--- config.mk ---
export PLATFORM = sky130hd
export DESIGN_NAME = sound_cart_top
export DESIGN_NICKNAME = d
export VERILOG_FILES = /design/src/common/sound_pkg.sv /design/src/design/sound_regs.sv /design/src/design/tone/tone_timer.sv /design/src/design/tone/tone_sequencer.sv /design/src/design/tone/pwm_dac.sv /design/src/design/sound_cart_top.sv
export SDC_FILE = /design/constraint.sdc
export NUM_CORES = 1
export LEC_CHECK = 0
export BUFFER_PORTS_ARGS = -buffer_cell sky130_fd_sc_hd__clkbuf_2
export CORE_MARGIN = 2
export CORE_UTILIZATION = 57
export CTS_CLUSTER_DIAMETER = 30
export DETAILED_ROUTE_END_ITERATION = 7
export PLACE_DENSITY = 0.76
export SKIP_CTS_REPAIR_TIMING = 1
export SLEW_MARGIN = 10
export SYNTH_ARGS = -nofsm -noshare
export SYNTH_HDL_FRONTEND = slang
export SYNTH_SLANG_ARGS = --single-unit
--- constraint.sdc ---
create_clock -name clk -period 2.8 [get_ports clk]
set_clock_uncertainty 0.05 [all_clocks]
set_input_delay 0.7 -clock clk [delete_from_list [all_inputs] [get_ports clk]]
set_output_delay 0.7 -clock clk [all_outputs]
set_load 0.01 [all_outputs]
--- src/common/sound_pkg.sv ---
// note and config structs, register map, sequencer state type for the tone generator
`default_nettype none

package sound_pkg;

	// ----------------------------------------
	// register map, 5-bit byte addresses
	// ----------------------------------------
	localparam logic [4:0] REG_CTRL   = 5'h00;
	localparam logic [4:0] REG_TICK   = 5'h01;
	localparam logic [4:0] REG_STEP   = 5'h02;
	// read only, returns current step index
	localparam logic [4:0] REG_STATUS = 5'h03;
	// note n at NOTE_BASE + 3n: div low, div high, level
	localparam logic [4:0] NOTE_BASE  = 5'h08;

	// one table entry, 24 bits
	typedef struct packed {
		logic [15:0] divider;
		logic [7:0]  level;
	} note_t;

	// host-written configuration
	typedef struct packed {
		logic       enable;
		logic [7:0] tick_div;
		logic [7:0] step_len;
	} sound_cfg_t;

	// play FSM
	typedef enum logic [1:0] {
		SEQ_IDLE = 2'd0,
		SEQ_LOAD = 2'd1,
		SEQ_PLAY = 2'd2
	} seq_state_t;

	// reset values
	localparam sound_cfg_t CFG_RESET  = '{enable: 1'b0, tick_div: 8'd0, step_len: 8'd0};
	localparam note_t      NOTE_RESET = '{divider: 16'd0, level: 8'd0};

endpackage

`default_nettype wire

--- src/design/sound_regs.sv ---
// wishbone classic slave with control registers and the note table
`default_nettype none
`timescale 1ns/1ps

module sound_regs import sound_pkg::*; #(
	parameter int NOTE_COUNT = 8,
	localparam int IDX_W = $clog2(NOTE_COUNT)
) (
	input  wire              clk,
	input  wire              w_n_reset,
	input  wire              wb_cyc,
	input  wire              wb_stb,
	input  wire              wb_we,
	input  wire  [4:0]       wb_adr,
	input  wire  [7:0]       wb_dat_w,
	input  wire  [IDX_W-1:0] step_idx,
	output logic [7:0]       wb_dat_r,
	output logic             wb_ack,
	output sound_cfg_t       cfg,
	output note_t            note
);
	sound_cfg_t  ff_cfg;
	note_t       ff_table [NOTE_COUNT];
	logic        ff_ack;
	logic [7:0]  ff_dat_r;
	logic        w_req;
	logic        w_wr;
	logic [7:0]  w_rd_data;

	// ----------------------------------------
	// classic handshake
	// ----------------------------------------
	// new request only while ack is low
	assign w_req = wb_cyc & wb_stb & ~ff_ack;
	assign w_wr  = w_req & wb_we;

	always_ff @(posedge clk) begin
		if (!w_n_reset) begin
			ff_ack   <= 1'b0;
			ff_dat_r <= 8'd0;
		end else begin
			ff_ack <= w_req;
			// read data only alongside ack, zero otherwise
			if (w_req && !wb_we) begin
				ff_dat_r <= w_rd_data;
			end else begin
				ff_dat_r <= 8'd0;
			end
		end
	end

	// ----------------------------------------
	// register writes
	// ----------------------------------------
	always_ff @(posedge clk) begin
		if (!w_n_reset) begin
			ff_cfg <= CFG_RESET;
			for (int i = 0; i < NOTE_COUNT; i++) begin
				ff_table[i] <= NOTE_RESET;
			end
		end else if (w_wr) begin
			case (wb_adr)
				REG_CTRL: ff_cfg.enable   <= wb_dat_w[0];
				REG_TICK: ff_cfg.tick_div <= wb_dat_w;
				REG_STEP: ff_cfg.step_len <= wb_dat_w;
				default: begin
					// note bytes, status is read only
					for (int i = 0; i < NOTE_COUNT; i++) begin
						if (wb_adr == 5'(NOTE_BASE + 3 * i)) begin
							ff_table[i].divider[7:0] <= wb_dat_w;
						end
						if (wb_adr == 5'(NOTE_BASE + 3 * i + 1)) begin
							ff_table[i].divider[15:8] <= wb_dat_w;
						end
						if (wb_adr == 5'(NOTE_BASE + 3 * i + 2)) begin
							ff_table[i].level <= wb_dat_w;
						end
					end
				end
			endcase
		end
	end

	// ----------------------------------------
	// read mux
	// ----------------------------------------
	always_comb begin
		w_rd_data = 8'd0;
		case (wb_adr)
			REG_CTRL:   w_rd_data = {7'd0, ff_cfg.enable};
			REG_TICK:   w_rd_data = ff_cfg.tick_div;
			REG_STEP:   w_rd_data = ff_cfg.step_len;
			REG_STATUS: w_rd_data = 8'(step_idx);
			default: begin
				for (int i = 0; i < NOTE_COUNT; i++) begin
					if (wb_adr == 5'(NOTE_BASE + 3 * i)) begin
						w_rd_data = ff_table[i].divider[7:0];
					end
					if (wb_adr == 5'(NOTE_BASE + 3 * i + 1)) begin
						w_rd_data = ff_table[i].divider[15:8];
					end
					if (wb_adr == 5'(NOTE_BASE + 3 * i + 2)) begin
						w_rd_data = ff_table[i].level;
					end
				end
			end
		endcase
	end

	assign wb_ack   = ff_ack;
	assign wb_dat_r = ff_dat_r;
	assign cfg      = ff_cfg;
	// current note straight from the table
	assign note     = ff_table[step_idx];

endmodule

`default_nettype wire

--- src/design/tone/tone_timer.sv ---
// tick prescaler, tone half-period divider and step-length counter
`default_nettype none
`timescale 1ns/1ps

module tone_timer import sound_pkg::*; (
	input  wire        clk,
	input  wire        w_n_reset,
	input  sound_cfg_t cfg,
	input  note_t      note,
	input  wire        restart,
	output logic       tone_flip,
	output logic       step_end
);
	logic [7:0]  ff_pre_cnt;
	logic [15:0] ff_tone_cnt;
	logic [7:0]  ff_step_cnt;
	logic        ff_tone_flip;
	logic        ff_step_end;
	logic        w_hold;
	logic        w_tick;
	logic        w_tone_zero;
	logic        w_step_zero;

	// held in reload while disabled or restarted
	assign w_hold      = restart | ~cfg.enable;
	assign w_tick      = (ff_pre_cnt == 8'd0);
	assign w_tone_zero = (ff_tone_cnt == 16'd0);
	assign w_step_zero = (ff_step_cnt == 8'd0);

	// ----------------------------------------
	// prescaler, tick every tick_div+1 clocks
	// ----------------------------------------
	always_ff @(posedge clk) begin
		if (!w_n_reset) begin
			ff_pre_cnt <= 8'd0;
		end else if (w_hold || w_tick) begin
			ff_pre_cnt <= cfg.tick_div;
		end else begin
			ff_pre_cnt <= ff_pre_cnt - 8'd1;
		end
	end

	// ----------------------------------------
	// tone and step down-counters
	// ----------------------------------------
	always_ff @(posedge clk) begin
		if (!w_n_reset) begin
			ff_tone_cnt <= 16'd0;
			ff_step_cnt <= 8'd0;
		end else if (w_hold) begin
			// full periods from a new start or step
			ff_tone_cnt <= note.divider;
			ff_step_cnt <= cfg.step_len;
		end else if (w_tick) begin
			ff_tone_cnt <= w_tone_zero ? note.divider : ff_tone_cnt - 16'd1;
			ff_step_cnt <= w_step_zero ? cfg.step_len : ff_step_cnt - 8'd1;
		end
	end

	// strobes, one clock, qualified by tick
	always_ff @(posedge clk) begin
		if (!w_n_reset) begin
			ff_tone_flip <= 1'b0;
			ff_step_end  <= 1'b0;
		end else begin
			ff_tone_flip <= ~w_hold & w_tick & w_tone_zero;
			ff_step_end  <= ~w_hold & w_tick & w_step_zero;
		end
	end

	assign tone_flip = ff_tone_flip;
	assign step_end  = ff_step_end;

endmodule

`default_nettype wire

--- src/design/tone/tone_sequencer.sv ---
// play FSM with step index and square-wave sample register
`default_nettype none
`timescale 1ns/1ps

module tone_sequencer import sound_pkg::*; #(
	parameter int NOTE_COUNT = 8,
	localparam int IDX_W = $clog2(NOTE_COUNT)
) (
	input  wire              clk,
	input  wire              w_n_reset,
	input  sound_cfg_t       cfg,
	input  note_t            note,
	input  wire              tone_flip,
	input  wire              step_end,
	output logic [IDX_W-1:0] step_idx,
	output logic             restart,
	output logic [7:0]       sample
);
	seq_state_t       ff_state;
	logic [IDX_W-1:0] ff_step_idx;
	logic [7:0]       ff_sample;
	logic             ff_restart;
	logic             w_last_step;

	// wrap point of the note loop
	assign w_last_step = (ff_step_idx == IDX_W'(NOTE_COUNT - 1));

	// ----------------------------------------
	// play FSM
	// ----------------------------------------
	always_ff @(posedge clk) begin
		if (!w_n_reset) begin
			ff_state    <= SEQ_IDLE;
			ff_step_idx <= '0;
			ff_sample   <= 8'd0;
			ff_restart  <= 1'b0;
		end else begin
			// restart is a single-cycle pulse
			ff_restart <= 1'b0;
			case (ff_state)
				SEQ_IDLE: begin
					ff_step_idx <= '0;
					ff_sample   <= 8'd0;
					// enable rising, restart visible in load
					if (cfg.enable) begin
						ff_state   <= SEQ_LOAD;
						ff_restart <= 1'b1;
					end
				end
				SEQ_LOAD: begin
					// counters reloaded this cycle
					ff_state <= cfg.enable ? SEQ_PLAY : SEQ_IDLE;
				end
				SEQ_PLAY: begin
					if (!cfg.enable) begin
						ff_state    <= SEQ_IDLE;
						ff_step_idx <= '0;
						ff_sample   <= 8'd0;
					end else if (step_end) begin
						// next note, silent until its first flip
						ff_step_idx <= w_last_step ? '0 : ff_step_idx + 1'b1;
						ff_sample   <= 8'd0;
						ff_restart  <= 1'b1;
					end else if (tone_flip && !ff_restart) begin
						// flips during restart belong to the old note
						ff_sample <= (ff_sample == 8'd0) ? note.level : 8'd0;
					end
				end
				default: begin
					ff_state <= SEQ_IDLE;
				end
			endcase
		end
	end

	assign step_idx = ff_step_idx;
	assign restart  = ff_restart;
	assign sample   = ff_sample;

endmodule

`default_nettype wire

--- src/design/tone/pwm_dac.sv ---
// free-running PWM counter with registered compare
`default_nettype none
`timescale 1ns/1ps

module pwm_dac #(
	parameter int PWM_WIDTH = 8
) (
	input  wire        clk,
	input  wire        w_n_reset,
	input  wire  [7:0] sample,
	output logic       pwm_wave
);
	logic [PWM_WIDTH-1:0] ff_cnt;
	logic                 ff_pwm;

	// ----------------------------------------
	// counter wraps every 2^PWM_WIDTH clocks
	// ----------------------------------------
	always_ff @(posedge clk) begin
		if (!w_n_reset) begin
			ff_cnt <= '0;
		end else begin
			ff_cnt <= ff_cnt + 1'b1;
		end
	end

	// high for sample clocks per period
	always_ff @(posedge clk) begin
		if (!w_n_reset) begin
			ff_pwm <= 1'b0;
		end else begin
			ff_pwm <= (ff_cnt < PWM_WIDTH'(sample));
		end
	end

	// to the RC filter
	assign pwm_wave = ff_pwm;

endmodule

`default_nettype wire

--- src/design/sound_cart_top.sv ---
// tone generator top: register block, timer, sequencer and PWM DAC
`default_nettype none
`timescale 1ns/1ps

module sound_cart_top import sound_pkg::*; #(
	parameter int NOTE_COUNT = 8,
	parameter int PWM_WIDTH  = 8
) (
	input  wire        clk,
	input  wire        w_n_reset,
	input  wire        wb_cyc,
	input  wire        wb_stb,
	input  wire        wb_we,
	input  wire  [4:0] wb_adr,
	input  wire  [7:0] wb_dat_w,
	output logic [7:0] wb_dat_r,
	output logic       wb_ack,
	output logic [7:0] sample,
	output logic       pwm_wave
);
	localparam int IDX_W = $clog2(NOTE_COUNT);

	sound_cfg_t       w_cfg;
	note_t            w_note;
	logic [IDX_W-1:0] w_step_idx;
	logic             w_restart;
	logic             w_tone_flip;
	logic             w_step_end;

	// ----------------------------------------
	// host registers and note table
	// ----------------------------------------
	sound_regs #(
		.NOTE_COUNT (NOTE_COUNT)
	) u_regs (
		.clk       (clk),
		.w_n_reset (w_n_reset),
		.wb_cyc    (wb_cyc),
		.wb_stb    (wb_stb),
		.wb_we     (wb_we),
		.wb_adr    (wb_adr),
		.wb_dat_w  (wb_dat_w),
		.step_idx  (w_step_idx),
		.wb_dat_r  (wb_dat_r),
		.wb_ack    (wb_ack),
		.cfg       (w_cfg),
		.note      (w_note)
	);

	// ----------------------------------------
	// tone path
	// ----------------------------------------
	tone_timer u_timer (
		.clk       (clk),
		.w_n_reset (w_n_reset),
		.cfg       (w_cfg),
		.note      (w_note),
		.restart   (w_restart),
		.tone_flip (w_tone_flip),
		.step_end  (w_step_end)
	);

	tone_sequencer #(
		.NOTE_COUNT (NOTE_COUNT)
	) u_sequencer (
		.clk       (clk),
		.w_n_reset (w_n_reset),
		.cfg       (w_cfg),
		.note      (w_note),
		.tone_flip (w_tone_flip),
		.step_end  (w_step_end),
		.step_idx  (w_step_idx),
		.restart   (w_restart),
		.sample    (sample)
	);

	// sample also goes out as PWM
	pwm_dac #(
		.PWM_WIDTH (PWM_WIDTH)
	) u_pwm (
		.clk       (clk),
		.w_n_reset (w_n_reset),
		.sample    (sample),
		.pwm_wave  (pwm_wave)
	);

endmodule

`default_nettype wire

==> reports/results.md <==
| Parameter | Reported |
|---|---|
| Final Critical Period | 2.49 ns |
| Post-synth EDFFs | 192 |
| Share of the core filled with cells in the final layout | 70.8% |
| Final hold violations | 0 |
| Placed insts | 1,755 |
| Flop2flop setup slack | 0.31 ns |
| Mean instance size in the synthesized netlist | 10.7 um2 |
| Seq. cell area | 0.00749 mm2 |
| Yosys top cell by area | edfxtp_1 |
| Number of global-route vias before repair | 11.9k |
| Global-route total usage across every layer | 38.6% |
| Ranking of synthesized cells by area | edfxtp_1 40%, dfxtp_1 12%, mux4_2 8.5% |
| Horizontal extent of the die | 164 um |
| Number of antenna violations at the first check in global routing | 1 |
| Starting density of the core | 57.9% |
| Worst-case hold slack | 0.415 ns |
| Crit end category | flip-flop |
| Critical Path Source Type | flip-flop |
| Total setup violations reported at the end of the flow | 0 |
| Count of unresolved DRC violations after routing | 0 |
| Number of cell rows | 58 |
| Most common library cells after synthesis | 213 x nor2_1, 192 x edfxtp_1, 116 x nand2_1 |
| Worst path required time | 3.18 ns |
| Nets@finish | 1,515 |
| Crit path capture | u_timer.ff_step_cnt[3] |
| Vias/cell | 6.63 |
| RD Place Congestion | 1.03 |
| Clock sink count | 278 |
| Cell count after synthesis | 1,355 |
| Commonest register cell after synthesis | edfxtp_1 |
| Clock buffers created by TritonCTS | 55 |
| Leakage power of the design | 6.63 nW |
| Run status | completed |
| Crit-path max cell delay | 0.50 ns |
| Worst slew margin relative to its limit | 12.5% |
| Die ar. | 0.0268 mm2 |
| Height of the die | 164 um |
| Pin count of the biggest net entering global routing | 63 |
| Max Transition Viols Final | 0 |
| Most used cell, CP | o21ai_0 |
| Maximum fanout along the worst path | 28 |
| Routed WL | 51,100 um |
| Via total after detailed routing | 12.3k |
| Filler-free cell count of the finished design | 1,858 |
| Number of I/O port buffers | 35 |
| RSZ-0062 raised after global routing | no |
| Number of diodes | 0 |
| Peak VDD IR | 0.694 mV |
| Detailed router's first-iteration violation count | 1,698 |
| Worst R2R End | u_timer.ff_step_cnt[3] |
| Post-detailed-route wirelength per cell | 27.5 um |
| Startpoint of the worst setup timing path | u_timer.ff_pre_cnt[0] |
| Critical Path AT | 2.87 ns |
| Type of the tightest min-delay check | in2reg |
| Synth cell types | 75 |
| Net count of the mapped netlist | 1,388 |
| Pwr dens | 699 mW/mm2 |
| Register-to-Register Path Depth | 8 |
| Crit-path slowest cell | or4b_4 |
| Share of the yosys chip area belonging to registers | 51.5% |
| Total of flip-flops plus latches after synthesis | 278 |
| Post-synthesis instance area | 0.0145 mm2 |
| Final HPWL from detailed placement | 37,200 um |
| Post-route antenna net violation count | 0 |
| Final-layout setup total negative slack | 0 ns |
| Fraction of post-synthesis cell area in the top cell type by area | 39.7% |
| R2r startpoint | u_timer.ff_pre_cnt[0] |
| Worst-Margin Slew | 1.31 ns |
| Number of warnings reported in the yosys synthesis log | 0 |
| Max-capacitance violation count | 0 |
| Global route overflow | 0 |
| CP Cell Sequence | inv_1 -> ha_1 -> or4b_4 -> nor4_2 -> nor2_2 -> o21ai_0 -> o21ai_0 -> and2_1 |
| Number of ports placed on the die boundary | 36 |
| CTS tree | done |
| Final clock period utilization by the worst path | 88.9% |
| Share of layout cells above drive strength 1 | 22.6% |
| Area occupied by multi-input gates | 0.00655 mm2 |
| Async set-or-reset flop fraction in the synthesized netlist | 0% |
| Fill cell count | 1,778 |
| Number of H-tree levels | 2 |
| Initial DRT Pass Iterations | 6 |
| Area growth from synthesis to layout | 22.3% |
| Max clock buf depth | 3 |
| Total power of the final layout | 12.4 mW |
| Fmax | 0.402 GHz |
| Clock network latency to the later pin of the worst-skew pair | 0.56 ns |
| Std-Cell Core Area | 0.0251 mm2 |
| Leading cell type by number of instances after synthesis | nor2_1 |
| CTS clock-pin slew for the worst setup and hold paths | 0.05 ns |
| Wire length of the first global-routing pass | 75,000 um |
| Library cell used as clock root buffer | clkbuf_16 |
| Critical path type | reg2reg |
## worst max-delay path: cells and delay by family, from the launching register on
kind,cells,cell delay (ns)
AND/OR/NAND/NOR,4,1.41
flip-flops,1,0.34
AO/OA/AOI/OAI,2,0.34
adder cells (fa/ha/maj),1,0.18
buffers and inverters,1,0.07
## cell families after synthesis
group / Yosys count / synth area share (%)
compound gates: 293 / 13.4
xor+xnor: 11 / 0.663
fa+ha+maj: 15 / 1.29
buf+inv: 127 / 3.48
flops: 278 / 51.5
mux: 129 / 13.7
simple gates: 502 / 16.0
## where the power goes
part	total [mW]	internal [mW]	leakage (nW)	switching (mW)
Clock	6.86	4.65	0.953	2.21
Sequential	4.71	4.57	2.62	0.148
Combinational	0.857	0.316	3.06	0.541
Total	12.4	9.53	6.63	2.90
## sequential cells by signal, summed over array words and instances, names as in the netlist, named ones only
register / flops
u_pwm.ff_cnt: 8
u_regs.cfg: 17
u_timer.tone_flip: 1
u_regs.wb_ack: 1
u_timer.ff_tone_cnt: 16
u_sequencer.ff_state: 2
u_timer.ff_step_cnt: 8
u_timer.ff_pre_cnt: 8
u_sequencer.restart: 1
u_regs.ff_table: 192
u_timer.step_end: 1
u_regs.wb_dat_r: 8
u_pwm.pwm_wave: 1
u_sequencer.step_idx: 3
u_sequencer.sample: 8
## stage by stage
step           area [um2]  worst slack [ns]
6_report            17800             0.309
3_5_place_dp        15800           -0.0736
4_1_cts             17800             0.353
3_3_place_gp        15800           -0.0526
2_1_floorplan       14500          0.000242
5_1_grt             17800             0.135
## layer usage
metal / GRT usage, % / vias to the layer above / wire (um)
met5: 0 / - / 13
met4: 21.4 / 2 / 3400
met3: 9.87 / 216 / 6000
met2: 59.7 / 874 / 23000
met1: 49.9 / 5912 / 18700
li1: - / 5320 / -
## cell usage in the layout, fill, tap and decap left out, types with 8 or more instances in the layout
cell | Yosys | routed
nor2_1 | 213 | 212
and2_1 | 24 | 24
mux2i_1 | 60 | 60
nand3_1 | 18 | 18
buf_12 | 0 | 8
mux4_2 | 55 | 55
bufinv_16 | 0 | 9
clkbuf_16 | 0 | 57
a21oi_1 | 46 | 46
buf_4 | 0 | 120
xnor2_1 | 8 | 8
o22ai_1 | 13 | 13
mux2_2 | 14 | 14
a31oi_1 | 12 | 12
edfxtp_1 | 192 | 192
inv_1 | 36 | 36
o21ai_0 | 93 | 93
clkbuf_2 | 0 | 33
a221oi_1 | 11 | 11
a22oi_1 | 12 | 12
nor2b_1 | 29 | 29
inv_6 | 0 | 8
nand2b_1 | 17 | 17
ha_1 | 15 | 15
nor3_1 | 33 | 33
clkbuf_1 | 64 | 10
dfxtp_1 | 86 | 84
a211oi_1 | 13 | 13
nor4_1 | 8 | 8
a21boi_0 | 9 | 9
nand2_1 | 116 | 116
## worst min-delay path by stage
stage | from | cells after the start | to | slack, ns
2_1_floorplan | u_pwm.ff_cnt[0] | 1 | u_pwm.ff_cnt[0] | 0.37
3_3_place_gp | u_pwm.ff_cnt[0] | 1 | u_pwm.ff_cnt[0] | 0.40
3_5_place_dp | u_pwm.ff_cnt[0] | 1 | u_pwm.ff_cnt[0] | 0.41
4_1_cts | wb_dat_w[0] | 3 | u_regs.cfg[16] | 0.40
5_1_grt | wb_dat_w[5] | 3 | u_regs.cfg[13] | 0.42
6_report | wb_dat_w[4] | 3 | u_regs.cfg[12] | 0.42
## layout make-up
cell class                      count  share of cell area, %
Tap cell                          330                   2.32
Multi-Input combinational cell    950                   36.8
Clock inverter                     33                   2.56
Sequential cell                   278                   42.2
Clock buffer                       70                   8.47
Timing Repair Buffer              161                   6.90
Inverter                           36                  0.760
Power figures use the tool's default switching activity.
